==> src/rtl/epb_opb_cfg.svh <==
`ifndef EPB_OPB_CFG_SVH
`define EPB_OPB_CFG_SVH

// cycles of select without acknowledge before the arbiter gives up
`define EPB_OPB_TIMEOUT_CYCLES 16

// block RAM size in 32-bit words, and extra cycles before it answers
`define EPB_OPB_RAM_DEPTH 256
`define EPB_OPB_RAM_WAIT 2

// register bank, word 0 is the read-only identity
`define EPB_OPB_REG_COUNT 8
`define EPB_OPB_ID 32'h0E5B_0B01

// gp windows in the address map
`define EPB_OPB_GP_REG 3'd0
`define EPB_OPB_GP_RAM 3'd1

`endif

==> src/rtl/epb_opb_pkg.sv <==
`default_nettype none

package epb_opb_pkg;

  // ********************
  // OPB bus types
  // ********************

  // master to bus, bit 0 is the most significant as on OPB
  typedef struct packed {
    logic        select;
    logic        rnw;
    logic [0:3]  be;
    logic [0:31] abus;
    logic [0:31] dbus;
  } opb_mreq_t;

  // slave to bus, all-zero when the slave is not addressed
  typedef struct packed {
    logic        xfer_ack;
    logic        err_ack;
    logic        retry;
    logic [0:31] dbus;
  } opb_sresp_t;

  // ********************
  // bridge FSM
  // ********************

  typedef enum logic [1:0] {
    st_idle,
    st_arb,
    st_wait
  } bridge_state_t;

  // top five address bits are always zero, then the three gp bits
  function automatic logic opb_window_hit(input logic [0:31] abus, input logic [2:0] gp);
    logic upper_clear;
    upper_clear = (abus[0:4] == 5'b0);
    return upper_clear && (abus[5:7] == gp);
  endfunction

endpackage

`default_nettype wire

==> src/rtl/epb_opb_bridge.sv <==
`timescale 1ns/1ps
`default_nettype none

module epb_opb_bridge (
  input  wire                          OPB_Clk,
  input  wire                          reset,
  input  wire                          epb_cs_n,
  input  wire                          epb_r_w_n,
  input  wire                          epb_oe_n,
  input  wire  [1:0]                   epb_be_n,
  input  wire  [22:0]                  epb_addr,
  input  wire  [5:0]                   epb_addr_gp,
  input  wire  [15:0]                  epb_data_i,
  output logic [15:0]                  epb_data_o,
  output logic                         epb_data_oe_n,
  output logic                         epb_rdy,
  output logic                         request,
  input  wire                          grant,
  output epb_opb_pkg::opb_mreq_t       mreq,
  input  wire epb_opb_pkg::opb_sresp_t sresp,
  input  wire                          timeout
);
  import epb_opb_pkg::*;

  bridge_state_t state;

  logic        prev_cs_n;
  logic        cs_strb;
  logic        epb_trans;
  logic        select_r;
  logic        select;
  logic        opb_reply;
  logic [0:3]  be;
  logic [0:31] abus;
  logic [0:31] dbus;

  // ********************
  // EPB side
  // ********************

  // registered copy of cs_n for the falling edge
  always_ff @(posedge OPB_Clk) begin
    if (reset) begin
      prev_cs_n <= 1'b1;
    end else begin
      prev_cs_n <= epb_cs_n;
    end
  end

  assign cs_strb   = prev_cs_n && !epb_cs_n;
  assign epb_trans = !epb_cs_n;
  assign opb_reply = sresp.xfer_ack | sresp.err_ack | sresp.retry | timeout;

  // drive the host data pins only for a read with cs and oe low
  assign epb_data_oe_n = !epb_r_w_n || !epb_trans || epb_oe_n;

  // reply data comes straight off the bus
  assign epb_rdy    = (state == st_wait) && opb_reply;
  assign epb_data_o = epb_addr[0] ? sresp.dbus[16:31] : sresp.dbus[0:15];

  // ********************
  // OPB side
  // ********************

  assign request = (state == st_arb) || (state == st_wait) || cs_strb;

  // grant cuts straight through to select, saving a cycle
  assign select = select_r ||
                  ((state == st_idle) && cs_strb && grant) ||
                  ((state == st_arb) && grant);

  // halfword steering, address bit 0 picks the low lanes
  assign abus = {5'b0, epb_addr_gp[2:0], epb_addr[22:1], 2'b0};
  assign be   = epb_addr[0] ? {2'b00, !epb_be_n[1], !epb_be_n[0]}
                            : {!epb_be_n[1], !epb_be_n[0], 2'b00};
  assign dbus = epb_addr[0] ? {16'b0, epb_data_i} : {epb_data_i, 16'b0};

  assign mreq = '{
    select: select,
    rnw:    select ? epb_r_w_n : 1'b0,
    be:     select ? be : 4'b0,
    abus:   select ? abus : 32'b0,
    dbus:   select ? dbus : 32'b0
  };

  always_ff @(posedge OPB_Clk) begin
    if (reset) begin
      state    <= st_idle;
      select_r <= 1'b0;
    end else begin
      case (state)
        st_idle: begin
          if (cs_strb) begin
            if (grant) begin
              select_r <= 1'b1;
              state    <= st_wait;
            end else begin
              state <= st_arb;
            end
          end
        end
        st_arb: begin
          // host gave up before the bus was ours
          if (!epb_trans) begin
            state <= st_idle;
          end else if (grant) begin
            select_r <= 1'b1;
            state    <= st_wait;
          end
        end
        st_wait: begin
          if (!epb_trans || opb_reply) begin
            select_r <= 1'b0;
            state    <= st_idle;
          end
        end
        default: begin
          select_r <= 1'b0;
          state    <= st_idle;
        end
      endcase
    end
  end

endmodule

`default_nettype wire

==> config.mk <==
export PLATFORM = sky130hd
export DESIGN_NAME = epb_opb_bridge
export DESIGN_NICKNAME = d
export VERILOG_FILES = /design/src/rtl/epb_opb_cfg.svh /design/src/rtl/epb_opb_pkg.sv /design/src/rtl/epb_opb_bridge.sv
export SDC_FILE = /design/constraint.sdc
export NUM_CORES = 1
export LEC_CHECK = 0
export ABC_AREA = 0
export ABC_CLOCK_PERIOD_IN_PS = 1800
export BUFFER_PORTS_ARGS = -buffer_cell sky130_fd_sc_hd__buf_2
export CAP_MARGIN = 20
export CORE_AREA = 2 2 69 71
export DETAILED_ROUTE_END_ITERATION = 12
export DIE_AREA = 0 0 71 73
export GPL_TIMING_DRIVEN = 0
export PLACE_DENSITY_LB_ADDON = 0.05
export SYNTH_ARGS = -nofsm -noshare
export SYNTH_HDL_FRONTEND = slang
export SYNTH_SLANG_ARGS = --single-unit
==> constraint.sdc <==
create_clock -name OPB_Clk -period 1.8 [get_ports OPB_Clk]
set_input_delay 0.09 -clock OPB_Clk [delete_from_list [all_inputs] [get_ports OPB_Clk]]
set_output_delay 0.09 -clock OPB_Clk [all_outputs]
set_load 0.02 [all_outputs]
==> impl_metrics.py <==
metrics = {
    "routing": {
        "drtPass1Iterations": 4,
        "ant_nets": 0,
        "route.met2.wl_um": 2587,
        "wl_met1_um": 1785,
        "wl_um": 4864,
        "via_per_inst": 4.737,
        "wire_per_inst_um": 11.86,
        "dr_wl_met3_um": 454,
        "drcViolationCount": 0,
        "highest_layer": "met4",
        "via_count": 1942,
        "first_iter_violations": 77,
    },
    "synth": {
        "avgSynthCellArea_um2": 7.191,
        "synth_top_flop_cell": "dfxtp_1",
        "synthArstFlopShare_pct": 0,
        "ys_types": 35,
        "ys_seq_area_share_pct": 6.400,
        "synth_edf_count": 0,
        "synth_area_um2": 1251,
        "synth_seq_cells": 4,
        "netlist_instances": 174,
        "synth_warnings": 0,
    },
    "global_route": {
        "grt_overflow": 0,
        "grt_pass1_vias": 1665,
        "gr-usage-all-layers_pct": 16.84,
        "grt_pass1_wl_um": 7217,
        "grt_max_degree": 11,
        "antenna_found_initial": 0,
    },
    "sta": {
        "setup_viol_count_final": 0,
        "rsz0062_at_grt": "yes",
        "slew_violations": 0,
        "finalHoldViolCount": 0,
        "fin_worst_skew_ns": 0.0003359,
        "final.min_clock_period_ns": 1.774,
        "max_freq_ghz": 0.5636,
        "finalCritPeriodShare_pct": 98.56,
    },
    "clock_tree": {
        "cts_buffers": 3,
        "root_buffer": "clkbuf_8",
        "clkSlewWorstSetupHoldPaths_ns": 0.03,
        "clk_path_buf_depth": 2,
        "cts_tree": "built",
        "htreeDepth": 1,
        "cts.sinks": 4,
        "worstSkewPairLatency_ns": 0.21,
    },
    "pwr": {
        "p_per_area_nw_per_um2": 591.8,
        "p_leak_nw": 1.352,
        "finalPower_w": 0.001419,
        "ir_worst_vdd_mv": 0.5111,
    },
    "hold_path": {
        "min-delay-start": "reset",
        "hp-class": "input port to flop",
    },
    "critical_path": {
        "r2r-start": "state[1]$_SDFFE_PP0P_",
        "r2r_slack_ns": 0.28,
        "crit_path_end_kind": "output pin",
        "path_cells": "inv_4 -> ha_4 -> and3b_2 -> o21ai_4 -> buf_12 -> buf_4 -> a211oi_2 -> buf_4",
        "crit_top_cell": "buf_4",
        "required_ns": 1.71,
        "path_max_fanout": 8,
        "cp-startpoint": "state[1]$_SDFFE_PP0P_",
        "crit_path_start_kind": "flop",
        "cp.arrival_ns": 1.68,
        "slowest_stage": "dfxtp_2",
        "critPathKind": "flop to output pin",
        "crit_family": "buffers and inverters",
        "path_buf_inv": 4,
        "cpPeakStageDelay_ns": 0.32,
    },
    "die": {
        "die_h_um": 73,
        "core_area_um2": 4536,
        "die_x_um": 71,
        "num_io_pins": 178,
        "dieArea_um2": 5183,
        "num_rows": 25,
        "initial_core_util_pct": 27.59,
    },
    "finish": {
        "antenna_cells": 0,
        "syn_to_final_growth_pct": 91.60,
        "utilization_pct": 52.86,
        "nNetsFinal": 450,
        "drive_above_1_share_pct": 64.89,
    },
    "place": {
        "globalplace.congestion": 0.7438,
        "port-buffer-count": 166,
        "post-dp-hpwl_um": 3983,
    },
    "status": {
        "outcome": "completed",
    },
    "run": {
        "max-cap-violations": 0,
    },
}
cells by family (layout without fill, tap and decap cells):
family | count (synthesis) | after routing | share of synthesized area (%)
other | 1 | 7 | 0.2997
adders and majority gates | 3 | 3 | 3.000
AOI/OAI and AO/OA | 71 | 71 | 37.80
DFF | 4 | 4 | 6.400
muxes | 17 | 17 | 15.20
buffers and inverters | 30 | 206 | 15.30
and+or+nand+nor | 48 | 48 | 22.00
through the flow:
step	setup WS, ns	area (um^2)	setup TNS [ns]	std cells	hold slack, ns
6_report	0.02585	2397	0	410	0.07372
4_1_cts	0.005135	2337	0	409	0.07344
3_3_place_gp	-0.09432	2172	-0.1942	400	0.3069
2_1_floorplan	0.1028	1274	0	180	0.1562
5_1_grt	-0.03250	2397	-0.4594	410	0.08312
3_5_place_dp	-0.1101	2172	-0.5928	400	0.3050
final timing paths:
check / endpoint / cells after the start
worst min-delay path: state[1]$_SDFFE_PP0P_ / 2
worst max register to register: state[1]$_SDFFE_PP0P_ / 5
worst min register to register: state[1]$_SDFFE_PP0P_ / 2
worst max-delay path: mreq[67] / 8
cells in the final DEF (no fill, tap or decap), types with 3 or more instances in the layout:
master    instances
a21boi_0         23
a21boi_1          3
a21oi_1          33
buf_2           163
buf_4            17
buf_8             6
clkbuf_1          9
clkbuf_8          3
conb_1            7
mux2_2           16
nand2_1          18
nand2b_1         18
flip-flops by register name (all words and copies together) (netlist names):
register	flops
select_r	1
state	2
prev_cs_n	1
cell type report:
class                   count  area, um^2
flip-flops and latches      4       82.58
multi-input cells         146        1037
well taps                  54       67.56
inverters                   4       17.52
repair buffers            175       974.7
clock buffers               3       41.29
fillers                   457        2138
plain buffers              24       176.4
power breakdown:
part | switching (W) | leakage, nW | internal, W | total [W]
combinational | 0.000632 | 1.30 | 0.000490 | 0.00112
clock | 0.0000401 | 0.0216 | 0.000142 | 0.000182
sequential | 0.0000105 | 0.0338 | 0.000104 | 0.000115
cells in the mapped netlist (2+ instances only):
| cell | instances | area, um^2 |
|---|---|---|
| nand2_1 | 19 | 71.32 |
| mux2_2 | 16 | 180.2 |
| clkbuf_1 | 9 | 33.78 |
| nor2b_1 | 2 | 12.51 |
| buf_6 | 6 | 67.56 |
| a21oi_1 | 35 | 175.2 |
| buf_4 | 8 | 60.06 |
| a21boi_0 | 24 | 180.2 |
| a211oi_1 | 2 | 15.01 |
| dfxtp_1 | 4 | 80.08 |
| buf_2 | 3 | 15.01 |
| inv_1 | 3 | 11.26 |
| a21boi_1 | 2 | 15.01 |
| ha_1 | 3 | 37.54 |
| nand2b_1 | 18 | 112.6 |
metal layers:
metal | vias to the layer above | track usage, %
li1 | 961 | -
met1 | 858 | 18.68
met2 | 117 | 33.02
met3 | 6 | 2.901
met4 | 0 | 4.193
met5 | - | 0
what timing repair did:
item | CTS | global route
setup buffers | 5 | 2
hold endpoints to repair | 0 | 0
resized for setup | 17 | 13
gates cloned | 1 | 1
pin swaps | 3 | 1
setup endpoints to repair | 63 | 56
hold buffers | 0 | 0
No activity file was read; power rests on OpenSTA's default activity.
