[src/rtl/epb_opb_cfg.svh]
`ifndef EPB_OPB_CFG_SVH
`define EPB_OPB_CFG_SVH

// cycles of select without acknowledge before the arbiter gives up
`define EPB_OPB_TIMEOUT_CYCLES 16

// block RAM size in 32-bit words, and extra cycles before it answers
`define EPB_OPB_RAM_DEPTH 256
`define EPB_OPB_RAM_WAIT 2

// register bank, word 0 is the read-only identity
`define EPB_OPB_REG_COUNT 8
`define EPB_OPB_ID 32'h0E5B_0B01

// gp windows in the address map
`define EPB_OPB_GP_REG 3'd0
`define EPB_OPB_GP_RAM 3'd1

`endif

[src/rtl/epb_opb_pkg.sv]
`default_nettype none

package epb_opb_pkg;

  // ********************
  // OPB bus types
  // ********************

  // master to bus, bit 0 is the most significant as on OPB
  typedef struct packed {
    logic        select;
    logic        rnw;
    logic [0:3]  be;
    logic [0:31] abus;
    logic [0:31] dbus;
  } opb_mreq_t;

  // slave to bus, all-zero when the slave is not addressed
  typedef struct packed {
    logic        xfer_ack;
    logic        err_ack;
    logic        retry;
    logic [0:31] dbus;
  } opb_sresp_t;

  // ********************
  // bridge FSM
  // ********************

  typedef enum logic [1:0] {
    st_idle,
    st_arb,
    st_wait
  } bridge_state_t;

  // top five address bits are always zero, then the three gp bits
  function automatic logic opb_window_hit(input logic [0:31] abus, input logic [2:0] gp);
    logic upper_clear;
    upper_clear = (abus[0:4] == 5'b0);
    return upper_clear && (abus[5:7] == gp);
  endfunction

endpackage

`default_nettype wire

[src/rtl/opb_arbiter.sv]
`timescale 1ns/1ps
`default_nettype none

`include "epb_opb_cfg.svh"

module opb_arbiter (
  input  wire                         OPB_Clk,
  input  wire                         reset,
  input  wire                         request,
  output logic                        grant,
  input  wire epb_opb_pkg::opb_mreq_t mreq,
  input  wire                         ack_seen,
  output logic                        timeout
);

  localparam int CNT_W = $clog2(`EPB_OPB_TIMEOUT_CYCLES + 1);

  logic [CNT_W-1:0] wd_cnt;

  // ********************
  // grant
  // ********************

  // one master, so the grant simply follows its request a cycle later
  always_ff @(posedge OPB_Clk) begin
    if (reset) begin
      grant <= 1'b0;
    end else begin
      grant <= request;
    end
  end

  // ********************
  // timeout watchdog
  // ********************

  // counts select cycles with no acknowledge, timeout is a single pulse
  always_ff @(posedge OPB_Clk) begin
    if (reset) begin
      wd_cnt  <= '0;
      timeout <= 1'b0;
    end else if (mreq.select && !ack_seen && !timeout) begin
      wd_cnt  <= wd_cnt + 1'b1;
      timeout <= (wd_cnt == CNT_W'(`EPB_OPB_TIMEOUT_CYCLES - 1));
    end else begin
      // transfer over or select dropped
      wd_cnt  <= '0;
      timeout <= 1'b0;
    end
  end

endmodule

`default_nettype wire

[config.mk]
export PLATFORM = sky130hd
export DESIGN_NAME = opb_arbiter
export DESIGN_NICKNAME = d
export VERILOG_FILES = /design/src/rtl/epb_opb_pkg.sv /design/src/rtl/opb_arbiter.sv
export VERILOG_INCLUDE_DIRS = /design/src /design/src/rtl
export SDC_FILE = /design/constraint.sdc
export NUM_CORES = 1
export LEC_CHECK = 0
export ABC_AREA = 1
export ABC_CLOCK_PERIOD_IN_PS = 1050
export BUFFER_PORTS_ARGS = -buffer_cell sky130_fd_sc_hd__buf_4
export CAP_MARGIN = 20
export CORE_ASPECT_RATIO = 1.1
export CORE_MARGIN = 1
export CORE_UTILIZATION = 18
export DETAILED_ROUTE_END_ITERATION = 8
export GPL_ROUTABILITY_DRIVEN = 0
export PLACE_DENSITY = 0.83
export REMOVE_ABC_BUFFERS = 1
export SLEW_MARGIN = 20
export SYNTH_ARGS = -nofsm -noshare
export SYNTH_HDL_FRONTEND = slang
export SYNTH_SLANG_ARGS = --single-unit
[constraint.sdc]
create_clock -name OPB_Clk -period 1.05 [get_ports OPB_Clk]
set_input_delay 0.105 -clock OPB_Clk [delete_from_list [all_inputs] [get_ports OPB_Clk]]
set_output_delay 0.105 -clock OPB_Clk [all_outputs]
set_load 0.005 [all_outputs]
==> results_dict.tcl, run 1 <==
set metrics [dict create \
    outcome "completed" \
    syn_inst 35 \
    drcViolationCount 0 \
    ys_types 11 \
    final.setup.tns_ps 0 \
    hpwl_um 400 \
    antenna_found_initial 0 \
    slew_viol_final 0 \
    final_common_cell "buf_4" \
    crit_buf_inv 0 \
    grt_start_max_net_pins 6 \
    fill_cells 173 \
    cellPowerDensity_nw_per_um2 1260 \
    period_share_pct 94.8 \
    grt_pass1_wl_um 848 \
    grt-ovfl-total 0 \
    drt.antenna.violating_nets 0 \
    synth_seq_cells 7 \
    ctsHoldBuffers 0 \
    cp.arrival_ps 1130 \
    drt_iter0_markers 0 \
    cts_setup_buffers 0 \
    fin_util_pct 27.3 \
    start_util_pct 19.1 \
    diodes 0 \
    rsz0062_at_grt "true" \
    crit_top_cell "nor2_2" \
    cts_tree "done" \
    syn_to_final_growth_pct 42.9 \
    finalHoldViolCount 0 \
    wl_per_cell_um 7.66 \
    finalNetCount 124 \
    critical_path_class "reg2reg" \
    dieArea_um2 1820 \
    portBuffers 6 \
    start_kind "flip-flop" \
    dieWidth_um 40.8 \
    num_io_pins 76 \
    cts_buffers 3 \
    clk_latency_ps 240 \
    peakVddDrop_v 0.000536 \
    fmax_mhz 1000 \
    dr_total_vias 229 \
    drtPass1Iterations 1 \
    path_delay_family "adder cells" \
    num_rows 15 \
    tightest_slew_ps 164 \
    drv_cap 0 \
    path_max_fanout 2 \
    required_ps 1190 \
    cp-end-kind "flip-flop" \
    p_leak_nw 0.182 \
    cts.path.max_buffers 2 \
    skew_ps 0.455 \
    critPathMaxStageDelay_ps 330 \
    multi_input_area_um2 128 \
    period_needed_ps 995 \
    cpMaxStageDelayCell "dfxtp_2" \
    grt_pass1_vias 232 \
    fp.dieH_um 44.7 \
    slew_headroom_pct 89.0 \
    setup_viol 0 \
    fin_hold_ws_ps 24.3 \
    yosys_warnings 0 \
    clk_pin_slew_ps 50 \
    cts_root_buffer "clkbuf_4" \
    vias_per_cell 3.58 \
    htreeDepth 1 \
    crit_chain "ha_4 -> nand2_2 -> nor2_2 -> ha_1 -> nor2_2" \
    seq_area_frac_synth_pct 47.1 \
    syn_area_um2 298 \
    seqCellArea_um2 143 \
    totalWireLength_um 490 \
    avgSynthCellArea_um2 8.51 \
    drive_above_1_share_pct 51.1 \
    core_um2 1560 \
    mostFrequentLayoutCells "buf_4, nor2_2, inv_1, dfxtp_1, nand2_1" \
    numClockSinks 7 \
    grt_use_total_pct 7.63 \
    hold_path_class "in2reg" \
]
-- metrics by stage --
stage | instances | total power, mW | setup WS (ps) | cell area [um^2]
CTS | 64 | 0.548 | 15.6 | 420
floorplan | 35 | 0.290 | 11.1 | 298
finish | 64 | 0.537 | 54.6 | 425
global placement | 60 | 0.309 | 30.4 | 379
global route | 64 | 0.569 | 12.1 | 425
detailed placement | 60 | 0.310 | -9.06 | 379
-- kinds of logic after synthesis --
group	share of synthesized area [%]
AND/OR/NAND/NOR	25.6
buffers and inverters	16.0
flip-flops	47.1
adder cells (fa/ha/maj)	8.40
XOR/XNOR	2.94
-- worst paths after layout --
check	endpoint	startpoint	slack (ps)	cells after the start
max	wd_cnt[4]$_SDFF_PP0_	wd_cnt[0]$_SDFF_PP0_	50	5
min	grant$_SDFF_PP0_	reset	20	2
max reg2reg	wd_cnt[4]$_SDFF_PP0_	wd_cnt[0]$_SDFF_PP0_	50	5
min reg2reg	wd_cnt[0]$_SDFF_PP0_	wd_cnt[0]$_SDFF_PP0_	530	2
-- report_power, final --
part           internal, mW  switching, mW  total, mW  leakage, nW
combinational        0.0190         0.0141     0.0331        0.109
sequential            0.271        0.00265      0.274       0.0577
clock                 0.144         0.0861      0.230       0.0150
total                 0.434          0.103      0.537        0.182
-- state kept, by name, indices dropped and copies added (netlist names) --
name     flops
grant        1
timeout      1
wd_cnt       5
-- layout make-up --
type,instances,share of cell area [%]
inverters,9,11.2
well taps,17,5.00
multi-input cells,19,30.0
flip-flops and latches,7,33.5
clock buffers,4,6.18
repair buffers,8,14.1
-- metal layers --
metal	track usage (%)	routed length, um	part of all wire [%]	vias to the layer above
li1	-	-	-	124
met1	8.00	213	43	94
met2	10.6	234	48	9
met3	3.02	32	6.5	2
met4	8.00	8	1.6	0
met5	0	0	0	-
-- cells in the mapped netlist --
| cell type | n | area [um^2] |
|---|---|---|
| xnor2_1 | 1 | 8.76 |
| nand2_1 | 5 | 18.8 |
| nand3_1 | 1 | 5.00 |
| nor2_1 | 4 | 15.0 |
| inv_1 | 5 | 18.8 |
| inv_2 | 1 | 3.75 |
| clkinv_1 | 2 | 7.51 |
| nor2_2 | 6 | 37.5 |
| ha_1 | 2 | 25.0 |
| bufinv_8 | 1 | 17.5 |
| dfxtp_1 | 7 | 140 |
-- what timing repair did --
action,4_1_cts,5_1_grt
setup endpoints to repair,1,2
gates resized for setup,4,2
pin swaps,3,2
Power figures use the tool's default switching activity.
==> inputs of run 2 (changes only) <==
--- a/config.mk
+++ b/config.mk
@@ -16,6 +16,7 @@
 export DETAILED_ROUTE_END_ITERATION = 8
 export GPL_ROUTABILITY_DRIVEN = 0
 export PLACE_DENSITY = 0.83
+export RECOVER_POWER = 100
 export REMOVE_ABC_BUFFERS = 1
 export SLEW_MARGIN = 20
 export SYNTH_ARGS = -nofsm -noshare
==> results_dict.tcl, run 2 (synthesis results as in run 1) <==
set metrics [dict create \
    clockPowerShare_pct 43.0 \
    crit_top_cell "nor2_2" \
    dp_cells 60 \
    required_ps 1190 \
    core_um2 1560 \
    period_share_pct 94.8 \
    antenna_found_initial 0 \
    cts_buffers 3 \
    drcViolationCount 0 \
    drt.antenna.violating_nets 0 \
    grt_pass1_vias 232 \
    slew_headroom_pct 89.0 \
    critical_path_class "reg2reg" \
    grt_start_max_net_pins 6 \
    power.net_switching_uw 103 \
    largest_reg_flops 5 \
    tightest_slew_ps 164 \
    dieArea_um2 1820 \
    mostFrequentLayoutCells "nor2_2, inv_1, clkbuf_4, dfxtp_1, buf_4" \
    totalWireLength_um 490 \
    drt_iter0_markers 0 \
    grt_pass1_wl_um 848 \
    setup_viol 0 \
    skew_ps 0.455 \
    wl_per_cell_um 7.66 \
    cp-end-kind "flip-flop" \
    p_leak_nw 0.177 \
    dr_total_vias 229 \
    hpwl_um 400 \
    final_common_cell "nor2_2" \
    cts_root_buffer "clkbuf_4" \
    syn_to_final_growth_pct 41.6 \
    dp_slack_ps -9.06 \
    start_util_pct 19.1 \
    place_area_um2 379 \
    portBuffers 6 \
    pwr-share-comb_pct 5.9 \
    drv_cap 0 \
    power.total_uw 535 \
    largest_registers "wd_cnt: 5 flops, grant: 1 flops, timeout: 1 flops" \
    ctsHoldBuffers 0 \
    cts_tree "done" \
    fmax_mhz 1000 \
    cts_setup_buffers 0 \
    num_rows 15 \
    num_io_pins 76 \
    final.setup.tns_ps 0 \
    final_area_um2 422 \
    switching_share_pct 19.3 \
    critPathMaxStageDelay_ps 330 \
    outcome "completed" \
    diodes 0 \
    htreeDepth 1 \
    cpMaxStageDelayCell "dfxtp_2" \
    rsz0062_at_grt "true" \
    drtPass1Iterations 1 \
    slew_viol_final 0 \
    internal_power_uw 432 \
    cellPowerDensity_nw_per_um2 1270 \
    setup_ws_ps 54.6 \
    finalHoldViolCount 0 \
    cp.arrival_ps 1130 \
    fin_cells 64 \
    finalNetCount 124 \
    grt-ovfl-total 0 \
    cts.path.max_buffers 2 \
    fp.dieH_um 44.7 \
    crit_chain "ha_4 -> nand2_2 -> nor2_2 -> ha_1 -> nor2_2" \
    grt_use_total_pct 7.63 \
    clk_pin_slew_ps 50 \
    vias_per_cell 3.58 \
    start_kind "flip-flop" \
    numClockSinks 7 \
    pwr-share-seq_pct 51.1 \
    peakVddDrop_v 0.000534 \
    hold_path_class "in2reg" \
    clk_latency_ps 240 \
    period_needed_ps 995 \
    largest-register "wd_cnt" \
    drive_above_1_share_pct 48.9 \
    path_max_fanout 2 \
    dieWidth_um 40.8 \
]
## run 2: changes by cell type in the layout (fill, tap and decap cells not counted), sizes merged
cell,change
buf,-3
clkbuf,+3
## run 2: final cells by class
| class | instances | area [um^2] |
|---|---|---|
| Sequential cell | 7 | 143 |
| Inverter | 9 | 47.5 |
| Multi-Input combinational cell | 19 | 128 |
| Clock buffer | 4 | 26.3 |
| Tap cell | 17 | 21.3 |
| Timing Repair Buffer | 8 | 56.3 |
| Fill cell | 173 | 1140 |
## run 2: path summary, 6_finish.rpt
check,startpoint,end,slack (ps),cells past startpoint
max,wd_cnt[0]$_SDFF_PP0_,wd_cnt[4]$_SDFF_PP0_,50,5
min,reset,grant$_SDFF_PP0_,20,2
max reg2reg,wd_cnt[0]$_SDFF_PP0_,wd_cnt[4]$_SDFF_PP0_,50,5
min reg2reg,wd_cnt[0]$_SDFF_PP0_,wd_cnt[0]$_SDFF_PP0_,530,2
## run 2: through the flow
stage | util [%] | hold WS [ps]
after global routing | 27.1 | 22.7
after CTS | 27.0 | 21.6
after detailed placement | 24.3 | 276
after global placement | 24.3 | 275
after floorplan | - | 176
final | 27.1 | 24.3
## run 2: routing by layer
layer  vias up  share of wire [%]  wire (um)  global-route usage [%]
met2         9                 48        233                    10.6
met3         2                6.7         33                    3.02
li1        124                  -          -                       -
met4         0                1.6          8                    8.00
met1        94                 44        214                    8.00
met5         -                  0          0                       0
## run 2: critical path: cells and delay by family (launching register included)
family	cells	cell delay [ps]
adders and majority gates	2	440
DFF	1	330
and+or+nand+nor	3	120
## run 2: power by group through the flow
stage,logic (mW),clock network (mW),registers [mW]
floorplan,0.0127,0,0.278
global placement,0.0324,0,0.277
detailed placement,0.0330,0,0.277
CTS,0.0340,0.241,0.273
global route,0.0358,0.258,0.273
finish,0.0316,0.230,0.274
## run 2: what timing repair did
item,CTS,global route
pin swaps,3,2
gates resized for setup,4,2
setup endpoints to repair,1,2
