<file path="config.mk">
export PLATFORM = sky130hd
export DESIGN_NAME = opb_reg_slave
export DESIGN_NICKNAME = d
export VERILOG_FILES = /design/src/rtl/epb_opb_pkg.sv /design/src/rtl/opb_reg_slave.sv
export VERILOG_INCLUDE_DIRS = /design/src /design/src/rtl
export SDC_FILE = /design/constraint.sdc
export NUM_CORES = 1
export LEC_CHECK = 0
export BUFFER_PORTS_ARGS = -buffer_cell sky130_fd_sc_hd__clkbuf_2
export CAP_MARGIN = 20
export CORE_MARGIN = 2
export CORE_UTILIZATION = 59
export DETAILED_ROUTE_END_ITERATION = 7
export PLACE_DENSITY = 0.79
export SLEW_MARGIN = 10
export SYNTH_ARGS = -nofsm -noshare
export SYNTH_HDL_FRONTEND = slang
export SYNTH_SLANG_ARGS = --single-unit
export TNS_END_PERCENT = 100
</file>
<file path="constraint.sdc">
create_clock -name OPB_Clk -period 4.3 [get_ports OPB_Clk]
set_input_delay 0.215 -clock OPB_Clk [delete_from_list [all_inputs] [get_ports OPB_Clk]]
set_output_delay 0.215 -clock OPB_Clk [all_outputs]
set_load 0.005 [all_outputs]
</file>
<file path="src/rtl/epb_opb_cfg.svh">
`ifndef EPB_OPB_CFG_SVH
`define EPB_OPB_CFG_SVH

// cycles of select without acknowledge before the arbiter gives up
`define EPB_OPB_TIMEOUT_CYCLES 16

// block RAM size in 32-bit words, and extra cycles before it answers
`define EPB_OPB_RAM_DEPTH 256
`define EPB_OPB_RAM_WAIT 2

// register bank, word 0 is the read-only identity
`define EPB_OPB_REG_COUNT 8
`define EPB_OPB_ID 32'h0E5B_0B01

// gp windows in the address map
`define EPB_OPB_GP_REG 3'd0
`define EPB_OPB_GP_RAM 3'd1

`endif

</file>
<file path="src/rtl/epb_opb_pkg.sv">
`default_nettype none

package epb_opb_pkg;

  // ********************
  // OPB bus types
  // ********************

  // master to bus, bit 0 is the most significant as on OPB
  typedef struct packed {
    logic        select;
    logic        rnw;
    logic [0:3]  be;
    logic [0:31] abus;
    logic [0:31] dbus;
  } opb_mreq_t;

  // slave to bus, all-zero when the slave is not addressed
  typedef struct packed {
    logic        xfer_ack;
    logic        err_ack;
    logic        retry;
    logic [0:31] dbus;
  } opb_sresp_t;

  // ********************
  // bridge FSM
  // ********************

  typedef enum logic [1:0] {
    st_idle,
    st_arb,
    st_wait
  } bridge_state_t;

  // top five address bits are always zero, then the three gp bits
  function automatic logic opb_window_hit(input logic [0:31] abus, input logic [2:0] gp);
    logic upper_clear;
    upper_clear = (abus[0:4] == 5'b0);
    return upper_clear && (abus[5:7] == gp);
  endfunction

endpackage

`default_nettype wire

</file>
<file path="src/rtl/opb_reg_slave.sv">
`timescale 1ns/1ps
`default_nettype none

`include "epb_opb_cfg.svh"

module opb_reg_slave (
  input  wire                         OPB_Clk,
  input  wire                         reset,
  input  wire epb_opb_pkg::opb_mreq_t mreq,
  output epb_opb_pkg::opb_sresp_t     sresp
);
  import epb_opb_pkg::*;

  localparam int IDX_W = $clog2(`EPB_OPB_REG_COUNT);

  // word 0 is the identity constant and has no storage
  logic [31:0]      regs [1:`EPB_OPB_REG_COUNT-1];
  logic [31:0]      rdata;
  logic [31:0]      wdata;
  logic [IDX_W-1:0] idx;
  logic             hit;
  logic             busy;
  logic             xfer_ack_r;
  logic             err_ack_r;

  assign hit   = mreq.select && opb_window_hit(mreq.abus, `EPB_OPB_GP_REG);
  assign idx   = mreq.abus[30-IDX_W +: IDX_W];
  assign wdata = mreq.dbus;
  assign busy  = xfer_ack_r || err_ack_r;

  // ********************
  // register writes and acks
  // ********************

  always_ff @(posedge OPB_Clk) begin
    if (reset) begin
      xfer_ack_r <= 1'b0;
      err_ack_r  <= 1'b0;
      for (int i = 1; i < `EPB_OPB_REG_COUNT; i++) begin
        regs[i] <= '0;
      end
    end else begin
      xfer_ack_r <= 1'b0;
      err_ack_r  <= 1'b0;
      if (hit && !busy) begin
        if (!mreq.rnw && idx == '0) begin
          // identity word is read-only
          err_ack_r <= 1'b1;
        end else begin
          xfer_ack_r <= 1'b1;
          if (!mreq.rnw) begin
            for (int b = 0; b < 4; b++) begin
              if (mreq.be[b]) begin
                regs[idx][31-8*b -: 8] <= wdata[31-8*b -: 8];
              end
            end
          end
        end
      end
    end
  end

  // read word captured together with the ack
  always_ff @(posedge OPB_Clk) begin
    if (hit && !busy) begin
      rdata <= (idx == '0) ? `EPB_OPB_ID : regs[idx];
    end
  end

  assign sresp = '{
    xfer_ack: xfer_ack_r,
    err_ack:  err_ack_r,
    retry:    1'b0,
    dbus:     (xfer_ack_r && mreq.rnw) ? rdata : 32'b0
  };

endmodule

`default_nettype wire

</file>
==> results of run 1 <==
## layer usage
metal,vias to the layer above,part of all wire (%),GRT usage [%]
met2,473,48,46.1
met5,-,0,0
met4,0,2.8,9.14
met1,4131,40,38.1
li1,3791,-,-
met3,80,9.5,4.94
## power by group
part	internal [W]	switching, W	leakage (nW)
Combinational	0.000140	0.000276	2.62
Clock	0.00118	0.000890	0.372
Sequential	0.00287	0.0000304	2.44
Total	0.00419	0.00120	5.44
## cells in the mapped netlist, types with 5 or more instances
library cell	count
and3_1	160
nor4_4	13
clkbuf_1	68
buf_4	6
nand3_1	8
o21bai_1	28
a21oi_1	20
edfxtp_1	256
or3b_2	5
nand3b_1	40
a22oi_1	13
nand2b_1	11
a22o_1	21
a221o_1	10
inv_1	26
mux2i_1	24
nor3_1	98
nand2_1	7
a211o_1	19
buf_2	9
buf_1	6
mux2_2	9
o2bb2ai_1	26
## flip-flops by register name (all words and copies together), names as in the netlist
register and cells:
xfer_ack_r 1, rdata 32, err_ack_r 1, regs 224
## kinds of logic (layout without fill, tap and decap cells)
group	Yosys count	after routing	share of synthesized area [%]
mux	35	35	3.15
simple gates	371	371	20.1
other cells	1	1	0.0306
compound gates	150	150	9.70
flops	258	258	63.0
buf+inv	118	199	4.02
## per-stage QoR
| step | power [W] | setup WS [ns] | util (%) | cell area, um^2 |
|---|---|---|---|---|
| floorplan | 0.00320 | 0.406 | - | 12300 |
| detailed placement | 0.00336 | 1.13 | 63.9 | 13000 |
| global placement | 0.00335 | 1.17 | 63.9 | 13000 |
| CTS | 0.00539 | 1.23 | 67.7 | 13700 |
| global route | 0.00553 | 0.921 | 67.7 | 13700 |
| finish | 0.00539 | 1.13 | 67.7 | 13700 |
## critical path: cells and delay by family, from the launching register on
| kind | cells | cell delay, ns |
|---|---|---|
| flip-flops | 1 | 0.33 |
| AO/OA/AOI/OAI | 1 | 0.90 |
| AND/OR/NAND/NOR | 2 | 1.56 |
## how the worst max path moves through the flow
stage / to / slack [ns] / cells after the start
2_1_floorplan: rdata[0] / 0.41 / 3
3_3_place_gp: regs[6][28] / 1.17 / 4
3_5_place_dp: regs[6][28] / 1.13 / 5
4_1_cts: regs[6][31] / 1.23 / 3
5_1_grt: regs[6][26] / 0.92 / 3
6_report: regs[6][30] / 1.13 / 3
## layout make-up
cell class	count	area (um^2)
tap	270	338
clock inverter	14	115
clock buffer	29	641
inverter	28	105
fill	1422	6560
multi-input combinational	557	4060
timing repair buffer	128	753
sequential	258	7730
==> out/results.ini, run 1 <==
[clocking]
cts_root_buf = clkbuf_16
cts_buffer_depth = 3
cts_tree = yes
cts.sinks = 258
clk_latency_ns = 0.52
cts_setup_buffers = 0
cts-htree-levels = 1
cts_hold_buf = 0
ctsResizeCount = 0
cts.clk_slew.worst_paths_ns = 0.06
numCtsBuffers = 25

[synth]
yosys_register_bits = 258
syn-num-nets = 1005
synth_cell_types = 50
synthFlopType = edfxtp_1
synth_top_cell_area_share_pct = 62.7
syn-cell-area_mm2 = 0.0123
synth_largest_area_cell = edfxtp_1
ys_seq_area_share_pct = 63.0
synth_edf_count = 256
synth_area_per_cell_um2 = 13.1
postSynth.asyncResetShare_pct = 0
synthTopCellsByArea = edfxtp_1 63%, and3_1 8.2%, nor3_1 4.0%
yosys_warnings = 0
syn_inst = 933

[die]
initial_core_util_pct = 60.4
die_w_um = 148
core_mm2 = 0.0203
dieHeight_um = 148
die-area_mm2 = 0.0220
rows = 52
io_pins = 107

[finish]
insertedDiodeCount = 0
final_common_cell = edfxtp_1
drive_gt1_share_pct = 19.6
final_cells = 1284
nets = 1070
area_delta_synth_final_pct = 12.0
final_cell_mix = 256 x edfxtp_1, 160 x and3_1, 97 x nor3_1

[timing]
hold_violations = 0
period_share_pct = 73.6
holdWs_ns = 0.0329
fmax_mhz = 316
final.setup.tns_ns = 0
worstMarginPinSlew_ns = 1.13
finClkSkew_ns = 0.00887
post-route-min-period_ns = 3.17
maxSlewHeadroom_pct = 24.3
slew_viol_final = 0
finalSetupViolations = 0
rsz0062_at_grt = no

[worst_setup_path]
slowest_delay_ns = 0.90
cp-start-kind = flip-flop
cp.required_ns = 4.45
timing.reg2reg.setup_slack_ns = 1.13
crit_start = err_ack_r
end_kind = flip-flop
worstPathMaxFanout = 15
path_class = flip-flop to flip-flop
crit_slowest_cell = o21bai_1
r2r-start = err_ack_r
path_cells = nor4b_2, nand4_1, o21bai_1
worstReg2RegEnd = regs[6][30]
rr_worst_depth = 3
crit_arrival_ns = 3.32

[power_and_ir_drop]
irDropWorstVdd_mv = 0.297
p_per_area_mw_per_mm2 = 392
p_leak_nw = 5.44

[placed_design]
dp_hpwl_um = 18600
gp_congestion = 0.829
portBuffers = 84
dp.cells = 1240

[route]
routed_wirelength_um = 30800
first_pass_iters = 5
num_vias = 8475
wl_per_cell_um = 24.0
drt-initial-drc-count = 1014
vias_per_cell = 6.60
postRouteAntennaNets = 0
drc_errors = 0

[worst_hold_path]
whs_endpoint = regs[4][15]
worst_hold_path_type = input port to flip-flop
worstHoldStart = mreq[15]
holdPathStages = 2

[flow_run]
cap_violations = 0

[grt]
grt_pass1_vias = 8291
grt_remaining_overflow = 0
grtUsageTotal_pct = 27.9
antenna_found_initial = 0
grt_pass1_wl_um = 46700
grt_max_degree = 49

[run_status]
status = finished clean

No activity file was read; power rests on OpenSTA's default activity.
==> run 2, diff against run 1 <==
--- a/config.mk
+++ b/config.mk
@@ -9,9 +9,9 @@
 export BUFFER_PORTS_ARGS = -buffer_cell sky130_fd_sc_hd__clkbuf_2
 export CAP_MARGIN = 20
 export CORE_MARGIN = 2
-export CORE_UTILIZATION = 59
+export CORE_UTILIZATION = 54
 export DETAILED_ROUTE_END_ITERATION = 7
-export PLACE_DENSITY = 0.79
+export PLACE_DENSITY = 0.76
 export SLEW_MARGIN = 10
 export SYNTH_ARGS = -nofsm -noshare
 export SYNTH_HDL_FRONTEND = slang
==> constraint.sdc (replaced) <==
create_clock -name OPB_Clk -period 2.9 [get_ports OPB_Clk]
set_input_delay 0.145 -clock OPB_Clk [delete_from_list [all_inputs] [get_ports OPB_Clk]]
set_output_delay 0.145 -clock OPB_Clk [all_outputs]
set_load 0.005 [all_outputs]
==> run 2 against run 1 <==
Cell count rose by 5.6%. Critical path depth is 2 higher. Combinational power rose by 62%. Largest power group unchanged. Clock power grew 51%. Clock-buffer cell count grew 4. Sequential power increased by 48%. Register-to-register slack lost 0.49 ns. Die area rose by 9.0%. Fmax rose by 40%. Hold slack worse by 0.017 ns. Via count grew 3.4%.
==> out/results.ini, run 2 (synthesized netlist as in run 1, its figures left out) <==
[timing]
post-route-min-period_ns = 2.26  ; was 3.17 ns
holdWs_ns = 0.0156  ; was 0.0329 ns
slew_viol_final = 0  ; unchanged
rsz0062_at_grt = no  ; unchanged
final.setup.tns_ns = 0  ; unchanged
period_share_pct = 77.8  ; was 73.6%
maxSlewHeadroom_pct = 48.2  ; was 24.3%
worstMarginPinSlew_ns = 0.777  ; was 1.13 ns
finalSetupViolations = 0  ; unchanged
finClkSkew_ns = 0.0104  ; was 0.00887 ns
hold_violations = 0  ; unchanged
fmax_mhz = 443  ; was 316 MHz

[clocking]
cts.clk_slew.worst_paths_ns = 0.06  ; about the same
clk_latency_ns = 0.53  ; was 0.52 ns
cts_tree = yes  ; unchanged
cts.sinks = 258  ; unchanged
cts_root_buf = clkbuf_16  ; unchanged
cts-htree-levels = 1  ; unchanged
cts_setup_buffers = 0  ; unchanged
numCtsBuffers = 26  ; was 25
cts_buffer_depth = 3  ; unchanged

[die]
core_mm2 = 0.0224  ; was 0.0203 mm^2
die-area_mm2 = 0.0239  ; was 0.0220 mm^2
dieHeight_um = 155  ; was 148 um
die_w_um = 155  ; was 148 um
initial_core_util_pct = 54.7  ; was 60.4%
io_pins = 107  ; unchanged
rows = 55  ; was 52

[worst_setup_path]
crit_slowest_cell = nor4_4  ; was o21bai_1
slowest_delay_ns = 0.59  ; was 0.90 ns
critPathMostFrequentCell = buf_4
path_class = flip-flop to flip-flop  ; unchanged
worstPathMaxFanout = 17  ; was 15
path_cells = nor4_4, nand4_1, buf_4, o21bai_1, buf_4  ; was nor4b_2, nand4_1, o21bai_1
cp.required_ns = 3.14  ; was 4.45 ns
crit_arrival_ns = 2.49  ; was 3.32 ns
cp-start-kind = flip-flop  ; unchanged
end_kind = flip-flop  ; unchanged

[finish]
final_common_cell = edfxtp_1  ; unchanged
drive_gt1_share_pct = 21.5  ; was 19.6%
largest_register_ffs = 224  ; unchanged
top_register = regs  ; unchanged
area_delta_synth_final_pct = 16.4  ; was 12.0%
insertedDiodeCount = 0  ; unchanged
largestRegisters = regs x224, rdata x32  ; unchanged
nets = 1126  ; was 1070
final_cell_mix = 256 x edfxtp_1, 160 x and3_1, 97 x nor3_1  ; unchanged

[power_and_ir_drop]
finalPower_w = 0.00811  ; was 0.00539 W
p_per_area_mw_per_mm2 = 568  ; was 392 mW/mm^2
p_leak_nw = 5.71  ; was 5.44 nW
irDropWorstVdd_mv = 0.378  ; was 0.297 mV

[grt]
grt_pass1_vias = 8647  ; was 8291
grt_remaining_overflow = 0  ; unchanged
grt_max_degree = 47  ; was 49
grtUsageTotal_pct = 26.7  ; was 27.9%
antenna_found_initial = 0  ; unchanged
grt_pass1_wl_um = 48600  ; was 46700 um

[route]
first_pass_iters = 5  ; unchanged
drt-initial-drc-count = 1036  ; was 1014
drc_errors = 0  ; unchanged
wl_per_cell_um = 23.4  ; was 24.0 um
routed_wirelength_um = 31700  ; was 30800 um
num_vias = 8759  ; was 8475
postRouteAntennaNets = 0  ; unchanged
vias_per_cell = 6.46  ; was 6.60

[placed_design]
gp_congestion = 0.847  ; was 0.829
dp_hpwl_um = 19800  ; was 18600 um
portBuffers = 84  ; unchanged

[run_status]
status = finished clean  ; unchanged

[worst_hold_path]
worst_hold_path_type = input port to flip-flop  ; unchanged

[flow_run]
cap_violations = 0  ; unchanged

## run 2: final cells by class
class | count | area, um^2
Clock buffer | 33 | 698
Clock inverter | 12 | 82.6
Fill cell | 1711 | 8160
Inverter | 28 | 105
Multi-Input combinational cell | 557 | 4070
Sequential cell | 258 | 7730
Tap cell | 285 | 357
Timing Repair Buffer | 183 | 1230
## run 2: metrics by stage
step                utilization (%)  cells  cell area [um^2]  setup slack (ns)
global route                   63.6   1356             14300             0.511
CTS                            63.6   1356             14300             0.677
detailed placement             58.9   1284             13200             0.572
finish                         63.6   1356             14300             0.644
floorplan                         -    933             12300             0.464
global placement               58.9   1284             13200             0.614
## run 2: repair_timing
action | in CTS | in global routing
setup endpoints to repair | 0 | 0
resized for setup | 0 | 0
hold buffers | 27 | 0
endpoints found under the hold margin | 87 | 0
## run 2: final timing paths
check                   from           to  slack (ns)  cells past startpoint
setup / recovery  xfer_ack_r  regs[6][13]        0.64                      5
hold / removal       mreq[1]   regs[2][1]        0.02                      2
setup reg to reg  xfer_ack_r  regs[6][13]        0.64                      5
hold reg to reg   regs[7][9]     rdata[9]        0.61                      2
## run 2: report_power, final
group	switching, W	leakage (nW)	internal [W]
combinational	0.000421	2.88	0.000252
sequential	0.0000441	2.44	0.00426
clock	0.00135	0.384	0.00178
total	0.00182	5.71	0.00629
## run 2: worst max-delay path: cells and delay by family, from the launching register on
family,cells,cell delay [ns]
flops,1,0.37
simple gates,2,0.90
buf+inv,2,0.49
compound gates,1,0.18
## run 2: metal layers
layer	GRT usage, %	vias up	part of all wire [%]
li1	-	3895	-
met1	36.2	4311	39
met2	43.8	487	49
met3	4.34	66	9.6
met4	9.92	0	2.7
met5	0	-	0
==> run 3, diff against run 2 <==
==> constraint.sdc (replaced) <==
create_clock -name OPB_Clk -period 1.92 [get_ports OPB_Clk]
set_input_delay 0.096 -clock OPB_Clk [delete_from_list [all_inputs] [get_ports OPB_Clk]]
set_output_delay 0.096 -clock OPB_Clk [all_outputs]
set_load 0.005 [all_outputs]
==> run 3 against run 2 <==
Via count up 0.26%. Clock skew down 0.00095 ns. Non-clock buffer count up 51. Die area unchanged. First-iteration DRC count down 34%. Critical path depth down 1. Clock power up 60%. Worst setup slack worse by 0.59 ns. Sequential cell count unchanged. Register-to-register slack worse by 0.59 ns. Highest routed layer unchanged.
==> out/results.ini, run 3 (synthesized netlist as in run 1, its figures left out) <==
[run_status]
status = finished clean  ; unchanged

[grt]
antenna_found_initial = 0  ; unchanged
grtUsageTotal_pct = 27.0  ; was 26.7%
grt_max_degree = 43  ; was 47
grt_remaining_overflow = 0  ; unchanged
grt_pass1_vias = 8750  ; was 8647
grt_pass1_wl_um = 49400  ; was 48600 um

[route]
drt-initial-drc-count = 682  ; was 1036
routed_wirelength_um = 32100  ; was 31700 um
num_vias = 8782  ; was 8759
postRouteAntennaNets = 0  ; unchanged
wl_per_cell_um = 22.8  ; was 23.4 um
vias_per_cell = 6.23  ; was 6.46
first_pass_iters = 5  ; unchanged
drc_errors = 0  ; unchanged

[timing]
finClkSkew_ns = 0.00942  ; was 0.0104 ns
slew_viol_final = 0  ; unchanged
rsz0062_at_grt = no  ; unchanged
fmax_mhz = 537  ; was 443 MHz
post-route-min-period_ns = 1.86  ; was 2.26 ns
hold_violations = 0  ; unchanged
fin_ws_ns = 0.0565  ; was 0.644 ns
finalSetupViolations = 0  ; unchanged
period_share_pct = 97.1  ; was 77.8%

[placed_design]
portBuffers = 84  ; unchanged
pre_cts_ws_ns = 0.0159  ; was 0.572 ns
gp_congestion = 0.827  ; was 0.847
place_area_mm2 = 0.0139  ; was 0.0132 mm^2
dp_hpwl_um = 21100  ; was 19800 um

[clocking]
cts_tree = yes  ; unchanged
cts_buffer_depth = 3  ; unchanged
cts-htree-levels = 1  ; unchanged
cts_root_buf = clkbuf_16  ; unchanged
cts.clk_slew.worst_paths_ns = 0.06  ; about the same
cts.sinks = 258  ; unchanged
clk_latency_ns = 0.53  ; about the same
numCtsBuffers = 27  ; was 26

[worst_setup_path]
cp-start-kind = flip-flop  ; unchanged
cp.required_ns = 2.15  ; was 3.14 ns
crit_arrival_ns = 2.09  ; was 2.49 ns
worstPathMaxFanout = 21  ; was 17
end_kind = flip-flop  ; unchanged
path_class = flip-flop to flip-flop  ; unchanged

[power_and_ir_drop]
irDropWorstVdd_mv = 0.745  ; was 0.378 mV
p_per_area_mw_per_mm2 = 840  ; was 568 mW/mm^2
p_leak_nw = 6.12  ; was 5.71 nW

[finish]
area_delta_synth_final_pct = 22.7  ; was 16.4%
nets = 1178  ; was 1126
drive_gt1_share_pct = 26.4  ; was 21.5%
fill_cells = 1614  ; was 1711
final_cell_mix = 256 x edfxtp_1, 160 x and3_1, 101 x buf_4  ; was 256 x edfxtp_1, 160 x and3_1, 97 x nor3_1
multi_input_area_mm2 = 0.00417  ; was 0.00407 mm^2
largestRegisters = regs x224, rdata x32  ; unchanged
largest_register_ffs = 224  ; unchanged
regArea_mm2 = 0.00773  ; about the same
final_common_cell = edfxtp_1  ; unchanged
insertedDiodeCount = 0  ; unchanged
layout.cell_area.non_filler_mm2 = 0.0151  ; was 0.0143 mm^2
top_register = regs  ; unchanged

[die]
die-area_mm2 = 0.0239  ; unchanged
dieHeight_um = 155  ; unchanged
core_mm2 = 0.0224  ; unchanged
io_pins = 107  ; unchanged
initial_core_util_pct = 54.7  ; unchanged
die_w_um = 155  ; unchanged
rows = 55  ; unchanged

[worst_hold_path]
worst_hold_path_type = input port to flip-flop  ; unchanged

[flow_run]
cap_violations = 0  ; unchanged

[run 3: path summary, 6_finish.rpt]
path | from | endpoint | slack [ns] | cells past startpoint
max | err_ack_r | rdata[25] | 0.06 | 4
min | mreq[56] | xfer_ack_r | 0.11 | 5
max reg2reg | err_ack_r | rdata[25] | 0.06 | 4
min reg2reg | regs[5][26] | rdata[26] | 0.60 | 2
[run 3: through the flow]
stage | util [%] | instances | hold slack (ns) | power (W) | TNS, ns
floorplan | - | 933 | 0.281 | 0.00719 | -40.34
global placement | 61.9 | 1329 | 0.443 | 0.00764 | 0
detailed placement | 61.9 | 1329 | 0.444 | 0.00768 | 0
CTS | 67.1 | 1409 | 0.0960 | 0.0127 | 0
global route | 67.1 | 1409 | 0.137 | 0.0130 | 0
finish | 67.1 | 1409 | 0.111 | 0.0126 | 0
[run 3: timing repair]
item / in CTS / in global routing
buffers inserted: 1 / 0
resized for setup: 0 / 0
endpoints found under the hold margin: 133 / 0
endpoints found under the setup margin: 1 / 0
hold buffers: 32 / 0
[run 3: final cells by class]
class                   count  share of cell area [%]
clock buffers              34                    4.66
clock inverters            13                   0.873
repair buffers            234                    12.3
well taps                 285                    2.37
multi-input cells         557                    27.7
flip-flops and latches    258                    51.3
inverters                  28                   0.698
[run 3: power breakdown]
group / total (W) / switching (W) / internal, W / leakage, nW
registers: 0.00650 / 0.0000692 / 0.00643 / 2.44
logic: 0.00113 / 0.000654 / 0.000474 / 3.27
clock network: 0.00501 / 0.00205 / 0.00296 / 0.406
total: 0.0126 / 0.00278 / 0.00986 / 6.12
[run 3: worst max-delay path, cell delays in order (launching register included)]
cell	delay [ns]
dfxtp_2	0.33
or4b_4	0.52
buf_12	0.19
nor3_4	0.26
buf_12	0.24
[run 3: per-layer routing]
| metal | vias to the layer above | share of wire (%) | GRT usage [%] |
|---|---|---|---|
| met2 | 395 | 49 | 45.3 |
| li1 | 4001 | - | - |
| met1 | 4311 | 40 | 36.9 |
| met4 | 0 | 3.0 | 9.57 |
| met3 | 75 | 7.5 | 3.17 |
| met5 | - | 0 | 0 |
